<file path="config.mk">
export PLATFORM = sky130hd
export DESIGN_NAME = spi_regs_top
export DESIGN_NICKNAME = d
export VERILOG_FILES = /design/src/common/regmap_pkg.sv /design/src/common/spi_pkg.sv /design/src/hdl/spi_regs_top.sv /design/src/hdl/reg_bank.sv /design/src/hdl/reg_arbiter.sv /design/src/spi_port/spi_frame_ctrl.sv /design/src/spi_port/spi_slave.sv
export SDC_FILE = /design/constraint.sdc
export NUM_CORES = 2
export LEC_CHECK = 0
export ABC_AREA = 1
export BUFFER_PORTS_ARGS = -buffer_cell sky130_fd_sc_hd__clkbuf_2
export CORE_UTILIZATION = 25
export CTS_BUF_LIST = sky130_fd_sc_hd__clkbuf_2
export CTS_CLUSTER_DIAMETER = 150
export DETAILED_ROUTE_END_ITERATION = 7
export SETUP_SLACK_MARGIN = 0.05
export SYNTH_ARGS = -nofsm -noshare
export SYNTH_HDL_FRONTEND = slang
export SYNTH_SLANG_ARGS = --single-unit
export TNS_END_PERCENT = 1
</file>
<file path="constraint.sdc">
create_clock -name sys_clk -period 6.7 [get_ports sys_clk]
set_input_delay 0.335 -clock sys_clk [delete_from_list [all_inputs] [get_ports sys_clk]]
set_output_delay 0.335 -clock sys_clk [all_outputs]
set_load 0.05 [all_outputs]
</file>
<file path="src/common/regmap_pkg.sv">
/*
 * Register bank geometry and the fixed ID location.
 * ID_ADDR must lie inside REG_DEPTH. Writes to it are dropped.
 */
package regmap_pkg;

	// bank size, one byte per entry
	localparam int unsigned REG_DEPTH = 128;	// full 7 bit address space

	// read-only identification byte
	localparam logic [6:0] ID_ADDR = 7'h7F;	// top of the map
	localparam logic [7:0] ID_VALUE = 8'hA5;

	// peer spi ports sharing the bank through the arbiter
	localparam int unsigned N_PORTS = 2;

endpackage

</file>
<file path="src/common/spi_pkg.sv">
/*
 * SPI framing constants shared by the slave shifter and the frame decoder.
 * One frame is a command byte then a data byte, MSB first.
 */
package spi_pkg;

	// byte shifter
	localparam int unsigned BYTE_W = 8;	// bits per spi byte

	// command byte layout
	localparam int unsigned CMD_WR_BIT = 7;	// 1 = write, 0 = read
	localparam int unsigned CMD_ADDR_W = 7;	// register address in bits 6:0

	// frame layout
	localparam int unsigned FRAME_BYTES = 2;	// command + data, no burst

	// miso filler when no read data is due
	// covers the command byte and the data byte of a write
	localparam logic [BYTE_W-1:0] IDLE_TX = 8'h00;

endpackage
</file>
<file path="src/hdl/spi_regs_top.sv">
/*
 * Dual-port SPI register target. Ports a and b share one register bank.
 * Both ports use the same CPOL/CPHA. Each sclk half period must last
 * at least 8 sys_clk so a read completes before its data byte is shifted.
 */
`timescale 1ns/1ps

module spi_regs_top import spi_pkg::*; #(
	parameter bit CPOL = 1'b1,
	parameter bit CPHA = 1'b1
) (
	input  logic sys_clk,
	input  logic sys_rst_n,
	input  logic cs_a,
	input  logic sclk_a,
	input  logic mosi_a,
	output logic miso_a,
	input  logic cs_b,
	input  logic sclk_b,
	input  logic mosi_b,
	output logic miso_b
);

	// port a
	logic [BYTE_W-1:0] rx_byte_a, tx_byte_a, req_wdata_a, rd_data_a;
	logic rx_valid_a, frame_start_a, frame_end_a;
	logic req_a, req_we_a, rd_valid_a;
	logic [CMD_ADDR_W-1:0] req_addr_a;

	// port b
	logic [BYTE_W-1:0] rx_byte_b, tx_byte_b, req_wdata_b, rd_data_b;
	logic rx_valid_b, frame_start_b, frame_end_b;
	logic req_b, req_we_b, rd_valid_b;
	logic [CMD_ADDR_W-1:0] req_addr_b;

	// bank side
	logic mem_en, mem_we;
	logic [CMD_ADDR_W-1:0] mem_addr;
	logic [BYTE_W-1:0] mem_wdata, mem_rdata;

	spi_slave #(.CPOL(CPOL), .CPHA(CPHA)) u_slave_a (
		.sys_clk(sys_clk), .sys_rst_n(sys_rst_n),
		.cs(cs_a), .sclk(sclk_a), .mosi(mosi_a), .miso(miso_a),
		.tx_byte(tx_byte_a), .rx_byte(rx_byte_a), .rx_valid(rx_valid_a),
		.frame_start(frame_start_a), .frame_end(frame_end_a)
	);

	spi_frame_ctrl u_frame_a (
		.sys_clk(sys_clk), .sys_rst_n(sys_rst_n),
		.rx_byte(rx_byte_a), .rx_valid(rx_valid_a),
		.frame_start(frame_start_a), .frame_end(frame_end_a),
		.rd_valid(rd_valid_a), .rd_data(rd_data_a), .tx_byte(tx_byte_a),
		.req(req_a), .req_we(req_we_a), .req_addr(req_addr_a), .req_wdata(req_wdata_a)
	);

	spi_slave #(.CPOL(CPOL), .CPHA(CPHA)) u_slave_b (
		.sys_clk(sys_clk), .sys_rst_n(sys_rst_n),
		.cs(cs_b), .sclk(sclk_b), .mosi(mosi_b), .miso(miso_b),
		.tx_byte(tx_byte_b), .rx_byte(rx_byte_b), .rx_valid(rx_valid_b),
		.frame_start(frame_start_b), .frame_end(frame_end_b)
	);

	spi_frame_ctrl u_frame_b (
		.sys_clk(sys_clk), .sys_rst_n(sys_rst_n),
		.rx_byte(rx_byte_b), .rx_valid(rx_valid_b),
		.frame_start(frame_start_b), .frame_end(frame_end_b),
		.rd_valid(rd_valid_b), .rd_data(rd_data_b), .tx_byte(tx_byte_b),
		.req(req_b), .req_we(req_we_b), .req_addr(req_addr_b), .req_wdata(req_wdata_b)
	);

	reg_arbiter u_arbiter (
		.sys_clk(sys_clk), .sys_rst_n(sys_rst_n),
		.req_a(req_a), .req_we_a(req_we_a), .req_addr_a(req_addr_a), .req_wdata_a(req_wdata_a),
		.req_b(req_b), .req_we_b(req_we_b), .req_addr_b(req_addr_b), .req_wdata_b(req_wdata_b),
		.mem_rdata(mem_rdata),
		.rd_valid_a(rd_valid_a), .rd_data_a(rd_data_a),
		.rd_valid_b(rd_valid_b), .rd_data_b(rd_data_b),
		.mem_en(mem_en), .mem_we(mem_we), .mem_addr(mem_addr), .mem_wdata(mem_wdata)
	);

	reg_bank u_bank (
		.sys_clk(sys_clk), .sys_rst_n(sys_rst_n),
		.mem_en(mem_en), .mem_we(mem_we), .mem_addr(mem_addr),
		.mem_wdata(mem_wdata), .mem_rdata(mem_rdata)
	);

endmodule

</file>
<file path="src/hdl/reg_bank.sv">
/*
 * Byte-wide register bank, cleared by reset, one access per cycle.
 * ID_ADDR reads as ID_VALUE and ignores writes. Read data is valid
 * one cycle after mem_en and holds until the next read.
 */
`timescale 1ns/1ps

module reg_bank import spi_pkg::*, regmap_pkg::*; (
	input  logic                  sys_clk,
	input  logic                  sys_rst_n,
	input  logic                  mem_en,
	input  logic                  mem_we,
	input  logic [CMD_ADDR_W-1:0] mem_addr,
	input  logic [BYTE_W-1:0]     mem_wdata,
	output logic [BYTE_W-1:0]     mem_rdata
);

	logic [BYTE_W-1:0] regs [REG_DEPTH];
	logic id_hit;

	assign id_hit = (mem_addr == ID_ADDR);

	// storage, cleared on reset
	always_ff @(posedge sys_clk) begin
		if (!sys_rst_n) begin
			for (int i = 0; i < REG_DEPTH; i++)
				regs[i] <= '0;
		end else if (mem_en && mem_we && !id_hit) begin
			regs[mem_addr] <= mem_wdata;	// id location is read-only
		end
	end

	// registered read port
	always_ff @(posedge sys_clk) begin
		if (mem_en && !mem_we)
			mem_rdata <= id_hit ? ID_VALUE : regs[mem_addr];
	end

endmodule

</file>
<file path="src/hdl/reg_arbiter.sv">
/*
 * Round-robin arbiter, two SPI ports onto one bank port.
 * Each port may have one access in flight. A request is latched, then served
 * in the next cycle or one later on a conflict. Read data follows one cycle on.
 */
`timescale 1ns/1ps

module reg_arbiter import spi_pkg::*, regmap_pkg::*; (
	input  logic                  sys_clk,
	input  logic                  sys_rst_n,
	input  logic                  req_a,
	input  logic                  req_we_a,
	input  logic [CMD_ADDR_W-1:0] req_addr_a,
	input  logic [BYTE_W-1:0]     req_wdata_a,
	input  logic                  req_b,
	input  logic                  req_we_b,
	input  logic [CMD_ADDR_W-1:0] req_addr_b,
	input  logic [BYTE_W-1:0]     req_wdata_b,
	input  logic [BYTE_W-1:0]     mem_rdata,
	output logic                  rd_valid_a,
	output logic [BYTE_W-1:0]     rd_data_a,
	output logic                  rd_valid_b,
	output logic [BYTE_W-1:0]     rd_data_b,
	output logic                  mem_en,
	output logic                  mem_we,
	output logic [CMD_ADDR_W-1:0] mem_addr,
	output logic [BYTE_W-1:0]     mem_wdata
);

	logic [N_PORTS-1:0] req_v;
	logic [N_PORTS-1:0] pend;	// one slot per port
	logic [N_PORTS-1:0] grant;
	logic [N_PORTS-1:0] rd_pend;	// read owner, one cycle after service
	logic [N_PORTS-1:0] slot_we;
	logic [CMD_ADDR_W-1:0] slot_addr [N_PORTS];
	logic [BYTE_W-1:0] slot_wdata [N_PORTS];
	logic last_b;	// port b served last
	logic sel;	// index of served slot

	assign req_v = {req_b, req_a};

	// request slots
	always_ff @(posedge sys_clk) begin
		if (req_a) begin
			slot_we[0] <= req_we_a;
			slot_addr[0] <= req_addr_a;
			slot_wdata[0] <= req_wdata_a;
		end
		if (req_b) begin
			slot_we[1] <= req_we_b;
			slot_addr[1] <= req_addr_b;
			slot_wdata[1] <= req_wdata_b;
		end
	end

	// a wins unless b is waiting and a went last
	assign grant[0] = pend[0] & (~pend[1] | last_b);
	assign grant[1] = pend[1] & ~grant[0];
	assign sel = grant[1];

	assign mem_en = |grant;
	assign mem_we = slot_we[sel];
	assign mem_addr = slot_addr[sel];
	assign mem_wdata = slot_wdata[sel];

	always_ff @(posedge sys_clk) begin
		if (!sys_rst_n) begin
			pend <= '0;
			rd_pend <= '0;
			last_b <= 1'b0;
		end else begin
			pend <= (pend & ~grant) | req_v;
			rd_pend <= grant & {N_PORTS{~mem_we}};	// bank data lands next cycle
			if (mem_en)
				last_b <= sel;
		end
	end

	// bank read data is shared, the valid strobe picks the owner
	assign rd_valid_a = rd_pend[0];
	assign rd_data_a = mem_rdata;
	assign rd_valid_b = rd_pend[1];
	assign rd_data_b = mem_rdata;

endmodule

</file>
<file path="src/spi_port/spi_frame_ctrl.sv">
/*
 * Frame decoder for one port: command byte then one data byte.
 * Reads are requested right after the command, writes after the data byte.
 * A frame cut before the data byte makes no write. Extra bytes are ignored.
 */
`timescale 1ns/1ps

module spi_frame_ctrl import spi_pkg::*; (
	input  logic                  sys_clk,
	input  logic                  sys_rst_n,
	input  logic [BYTE_W-1:0]     rx_byte,
	input  logic                  rx_valid,
	input  logic                  frame_start,
	input  logic                  frame_end,
	input  logic                  rd_valid,	// read return from arbiter
	input  logic [BYTE_W-1:0]     rd_data,
	output logic [BYTE_W-1:0]     tx_byte,	// held level to shifter
	output logic                  req,	// one cycle strobe
	output logic                  req_we,
	output logic [CMD_ADDR_W-1:0] req_addr,
	output logic [BYTE_W-1:0]     req_wdata
);

	localparam int IDX_W = $clog2(FRAME_BYTES + 1);
	localparam logic [IDX_W-1:0] CMD_IDX = '0;
	localparam logic [IDX_W-1:0] DATA_IDX = IDX_W'(FRAME_BYTES - 1);
	localparam logic [IDX_W-1:0] LAST_IDX = IDX_W'(FRAME_BYTES);	// past the data byte

	logic [IDX_W-1:0] byte_idx;	// saturates at LAST_IDX
	logic cmd_we;
	logic [CMD_ADDR_W-1:0] cmd_addr;
	logic cmd_seen;
	logic data_seen;

	assign cmd_seen = rx_valid && (byte_idx == CMD_IDX);
	assign data_seen = rx_valid && (byte_idx == DATA_IDX);

	// byte position inside the frame
	always_ff @(posedge sys_clk) begin
		if (!sys_rst_n)
			byte_idx <= CMD_IDX;
		else if (frame_start || frame_end)
			byte_idx <= CMD_IDX;	// also drops a cut frame
		else if (rx_valid && byte_idx != LAST_IDX)
			byte_idx <= byte_idx + 1'b1;
	end

	// command decode and request strobe
	always_ff @(posedge sys_clk) begin
		if (!sys_rst_n) begin
			cmd_we <= 1'b0;
			cmd_addr <= '0;
			req <= 1'b0;
		end else begin
			if (cmd_seen) begin
				cmd_we <= rx_byte[CMD_WR_BIT];
				cmd_addr <= rx_byte[CMD_ADDR_W-1:0];
			end
			// read goes out at once, write waits for its data
			req <= (cmd_seen && !rx_byte[CMD_WR_BIT]) || (data_seen && cmd_we);
		end
	end

	always_ff @(posedge sys_clk) begin
		if (data_seen)
			req_wdata <= rx_byte;	// valid with the write strobe
	end

	assign req_we = cmd_we;
	assign req_addr = cmd_addr;

	// miso source
	always_ff @(posedge sys_clk) begin
		if (!sys_rst_n)
			tx_byte <= IDLE_TX;
		else if (frame_start || frame_end)
			tx_byte <= IDLE_TX;
		else if (rd_valid && byte_idx != CMD_IDX)
			tx_byte <= rd_data;	// held until cs rises
	end

endmodule

</file>
<file path="src/spi_port/spi_slave.sv">
/*
 * SPI slave byte shifter with the mode set by CPOL/CPHA.
 * Pins are resampled on sys_clk, so each sclk half period needs 8+ sys_clk.
 * Strobes lag the pin edge by 3 cycles. cs must fall with sclk at CPOL.
 */
`timescale 1ns/1ps

module spi_slave import spi_pkg::*; #(
	parameter bit CPOL = 1'b1,	// sclk idle level
	parameter bit CPHA = 1'b1	// 1: drive on leading, sample on trailing
) (
	input  logic              sys_clk,
	input  logic              sys_rst_n,
	input  logic              cs,	// active low
	input  logic              sclk,
	input  logic              mosi,
	output logic              miso,
	input  logic [BYTE_W-1:0] tx_byte,	// level from frame decoder
	output logic [BYTE_W-1:0] rx_byte,
	output logic              rx_valid,	// one cycle per received byte
	output logic              frame_start,	// cs fell
	output logic              frame_end	// cs rose
);

	localparam int CNT_W = $clog2(BYTE_W);

	logic [2:0] cs_sr;	// [0] meta, [1] sync, [2] previous
	logic [2:0] sclk_sr;
	logic [1:0] mosi_sr;	// aligned with sclk_sr[1]
	logic cs_active;
	logic cs_fall;
	logic cs_rise;
	logic sclk_lead;
	logic sclk_trail;
	logic sample_edge;
	logic drive_edge;
	logic tx_load;
	logic [CNT_W-1:0] bit_cnt;
	logic [BYTE_W-2:0] rx_shift;	// first seven bits of the byte
	logic [BYTE_W-1:0] tx_shift;

	// pin synchronizers
	always_ff @(posedge sys_clk) begin
		if (!sys_rst_n) begin
			cs_sr <= 3'b111;	// deselected
			sclk_sr <= {3{CPOL}};	// idle level
		end else begin
			cs_sr <= {cs_sr[1:0], cs};
			sclk_sr <= {sclk_sr[1:0], sclk};
		end
	end

	always_ff @(posedge sys_clk) begin
		mosi_sr <= {mosi_sr[0], mosi};	// same depth as sclk path
	end

	assign cs_active = ~cs_sr[1];
	assign cs_fall = cs_sr[2] & ~cs_sr[1];
	assign cs_rise = ~cs_sr[2] & cs_sr[1];

	// leading edge leaves the idle level, trailing edge returns to it
	assign sclk_lead = cs_active && (sclk_sr[2] == CPOL) && (sclk_sr[1] != CPOL);
	assign sclk_trail = cs_active && (sclk_sr[2] != CPOL) && (sclk_sr[1] == CPOL);
	assign sample_edge = CPHA ? sclk_trail : sclk_lead;
	assign drive_edge = CPHA ? sclk_lead : sclk_trail;

	// new byte enters the tx shifter at a byte boundary
	// cpha 0 needs bit 7 on the pin before the first edge, so also at cs fall
	assign tx_load = (!CPHA && cs_fall) || (drive_edge && bit_cnt == '0);

	// bit count and strobes
	always_ff @(posedge sys_clk) begin
		if (!sys_rst_n) begin
			bit_cnt <= '0;
			rx_valid <= 1'b0;
			frame_start <= 1'b0;
			frame_end <= 1'b0;
		end else begin
			frame_start <= cs_fall;
			frame_end <= cs_rise;
			rx_valid <= sample_edge && (bit_cnt == CNT_W'(BYTE_W - 1));	// eighth sample
			if (!cs_active)
				bit_cnt <= '0;	// cut frames restart cleanly
			else if (sample_edge)
				bit_cnt <= bit_cnt + 1'b1;	// wraps to 0 after bit 7
		end
	end

	// msb first receive shifter
	always_ff @(posedge sys_clk) begin
		if (sample_edge) begin
			rx_shift <= {rx_shift[BYTE_W-3:0], mosi_sr[1]};
			if (bit_cnt == CNT_W'(BYTE_W - 1))
				rx_byte <= {rx_shift, mosi_sr[1]};
		end
	end

	// msb first transmit shifter
	always_ff @(posedge sys_clk) begin
		if (tx_load)
			tx_shift <= {tx_byte[BYTE_W-2:0], 1'b0};	// bit 7 goes straight to miso
		else if (drive_edge)
			tx_shift <= {tx_shift[BYTE_W-2:0], 1'b0};
	end

	always_ff @(posedge sys_clk) begin
		if (!sys_rst_n)
			miso <= 1'b0;
		else if (cs_rise)
			miso <= 1'b0;	// park low between frames
		else if (tx_load)
			miso <= tx_byte[BYTE_W-1];
		else if (drive_edge)
			miso <= tx_shift[BYTE_W-1];
	end

endmodule

</file>
==> results_dict.tcl <==
set metrics [dict create \
    status "finished, final reports clean" \
    end_kind "flip-flop" \
    cts_max_path_buffers 4 \
    max_freq_mhz 202 \
    ir_drop_uv 190 \
    cts_buffers 330 \
    cts_tree "yes" \
    cp_max_fo 26 \
    clk_latency_ns 1.71 \
    hold_viol 0 \
    postRouteAntennaNets 0 \
    ys_ff_latch 1197 \
    vias_per_cell 4.45 \
    syn-instance-count 6045 \
    hpwlAfterDp_mm 86.9 \
    required_ns 7.97 \
    yosysWarningCount 0 \
    antenna_found_initial 3 \
    synth.area.top_cells "edfxtp_1 61%, nand2_1 12%, nor2_1 9.2%" \
    wl_per_cell_microns 16.4 \
    finalSetupTns_ns 0 \
    yosys.area.top_type "edfxtp_1" \
    coreArea_sq_um 218000 \
    maxCapViolations 0 \
    grt_max_degree 211 \
    drcViolationCount 0 \
    portBuffers 9 \
    place.gp.congestion 0.825 \
    clock-sinks 1197 \
    drt-total-wl_mm 151 \
    synth_top_area_frac 0.614 \
    initial_utilization 0.252 \
    setup_viol 0 \
    drive_above_1_share 0.108 \
    clk_pin_slew_ns 0.09 \
    leakage_nw 26.4 \
    clock_skew_ns 0.178 \
    setup.worst_path.class "flip-flop to flip-flop" \
    min_period_ns 4.94 \
    htreeDepth 5 \
    synthToLayoutAreaGrowth_pct 10.9 \
    finalNonFillerCells 9212 \
    yosysSeqAreaShare 0.641 \
    die_area_sq_um 222000 \
    cts_root_buf "clkbuf_2" \
    gr-total-overflow 0 \
    slew_headroom 0.157 \
    post_cts_buffers 0 \
    hold_path.class "flip-flop to flip-flop" \
    die_h_microns 471 \
    dr_total_vias 41000 \
    post_cts_resized 0 \
    final_nets 6168 \
    cp.arrival_ns 6.22 \
    dp_cells 8648 \
    synth_area_sq_um 55000 \
    min_period_over_period 0.738 \
    cp-start-kind "flip-flop" \
    grt_pass1_vias 39400 \
    grt.total_usage 0.133 \
    grt_pass1_wl_mm 229 \
    drtPass1Iterations 7 \
    rsz0062_at_grt "false" \
    synth_cell_type_count 35 \
    num_rows 171 \
    first_iter_violations 4079 \
    powerDensity_nw_per_um2 225 \
    worst_pin_slew_ns 1.26 \
    slew_viol_final 0 \
    die_width_microns 471 \
    ioPinCount 10 \
    syn_avg_cell_area_sq_um 9.09 \
]
[routing by layer]
layer / global-route usage / part of all wire / vias up
li1: - / - / 19500
met1: 0.178 / 0.43 / 19400
met2: 0.213 / 0.46 / 1776
met3: 0.0252 / 0.087 / 321
met4: 0.0483 / 0.028 / 2
met5: 0 / 0.000046 / -
[through the flow]
step	hold slack (ns)	power (mW)	setup WS, ns	util	area, sq um
final	0.266	13.7	1.76	0.280	61000
after global routing	0.317	14.3	1.57	0.280	61000
after CTS	0.217	13.9	1.77	0.280	60900
after detailed placement	0.319	8.91	1.81	0.266	58000
after global placement	0.316	8.90	1.87	0.266	58000
after floorplan	0.310	8.79	3.90	-	55000
[registers in the layout, indices dropped and copies added, names as in the netlist, 8 cells and up]
name,cells
u_bank.regs,1024
u_arbiter.slot_wdata,16
u_arbiter.slot_addr,14
u_bank.mem_rdata,8
u_frame_a.req_wdata,8
u_frame_a.tx_byte,8
u_frame_b.req_wdata,8
u_frame_b.tx_byte,8
u_slave_a.rx_byte,8
u_slave_b.rx_byte,8
[logic make-up (layout without fill, tap and decap cells)]
logic type | Yosys count | count (layout) | synth area share
and+or+nand+nor | 3551 | 3551 | 0.257
adders and majority gates | 12 | 12 | 0.00273
muxes | 8 | 8 | 0.00146
DFF | 1197 | 1197 | 0.641
AOI/OAI and AO/OA | 244 | 244 | 0.0260
buffers and inverters | 1032 | 1331 | 0.0720
other | 1 | 15 | 0.0000682
[cells in the mapped netlist (all sizes together)]
master,n
nor3b,1
mux2i,8
nand2,1870
clkinv,2
clkbuf,253
dfxtp,73
or2,17
o21a,1
a21o,1
buf,67
o21ai,124
nand4,12
nand3,291
nor4,7
a211oi,5
edfxtp,1124
nor2,1349
o211ai,65
inv,710
conb,1
ha,12
a21oi,48
nor3,4
[worst max-delay path, cell delays in order, from the launching register on]
cell and delay, ns:
dfxtp_1 0.38, inv_2 0.09, a21oi_4 0.10, buf_4 0.45, o21ai_1 0.24, inv_2 0.11, nor2_1 0.05, buf_4 0.22
inv_2 0.43, nor2_4 0.18, nand2_4 0.16, nand2_4 0.15, nor4_4 0.77, buf_4 0.55, nand2_1 0.30, nand2_1 0.34
[final cells by class]
class / count / area, sq um
Tap cell: 2854 / 3570
Multi-Input combinational cell: 3823 / 16000
Clock buffer: 474 / 2370
Clock inverter: 61 / 313
Inverter: 712 / 2670
Antenna cell: 7 / 17.5
Sequential cell: 1197 / 35200
Timing Repair Buffer: 84 / 837
Fill cell: 23100 / 157000
[repair_timing]
item,4_1_cts,5_1_grt
hold buffers,22,0
setup endpoints to repair,0,0
endpoints found under the hold margin,911,0
[power breakdown]
group	internal, mW	switching, mW
registers	8.35	0.0646
clock network	1.97	2.99
logic	0.0838	0.253
[worst paths after layout]
check                              end  slack [ns]                  from  depth (start not counted)
setup reg to reg   u_bank.regs[124][2]        1.76     u_arbiter.pend[1]                         15
hold reg to reg   u_slave_b.mosi_sr[1]        0.27  u_slave_b.mosi_sr[0]                          0
hold / removal    u_slave_b.mosi_sr[1]        0.27  u_slave_b.mosi_sr[0]                          0
setup / recovery   u_bank.regs[124][2]        1.76     u_arbiter.pend[1]                         15
[cell usage in the layout, fill, tap and decap left out, types with 12 or more instances in the layout]
| cell type | count |
|---|---|
| nand4_1 | 12 |
| o211ai_1 | 65 |
| dfxtp_1 | 73 |
| inv_2 | 16 |
| ha_1 | 12 |
| edfxtp_1 | 1124 |
| clkinv_1 | 53 |
| o21ai_0 | 116 |
| nor2_1 | 1338 |
| a21oi_1 | 47 |
| dlygate4sd3_1 | 21 |
| nand2_1 | 1795 |
| or2_2 | 17 |
| nand3_1 | 291 |
| buf_12 | 12 |
| nand2_2 | 72 |
| clkbuf_2 | 482 |
| buf_4 | 41 |
| inv_1 | 697 |
(Power assumes the default switching activity.)
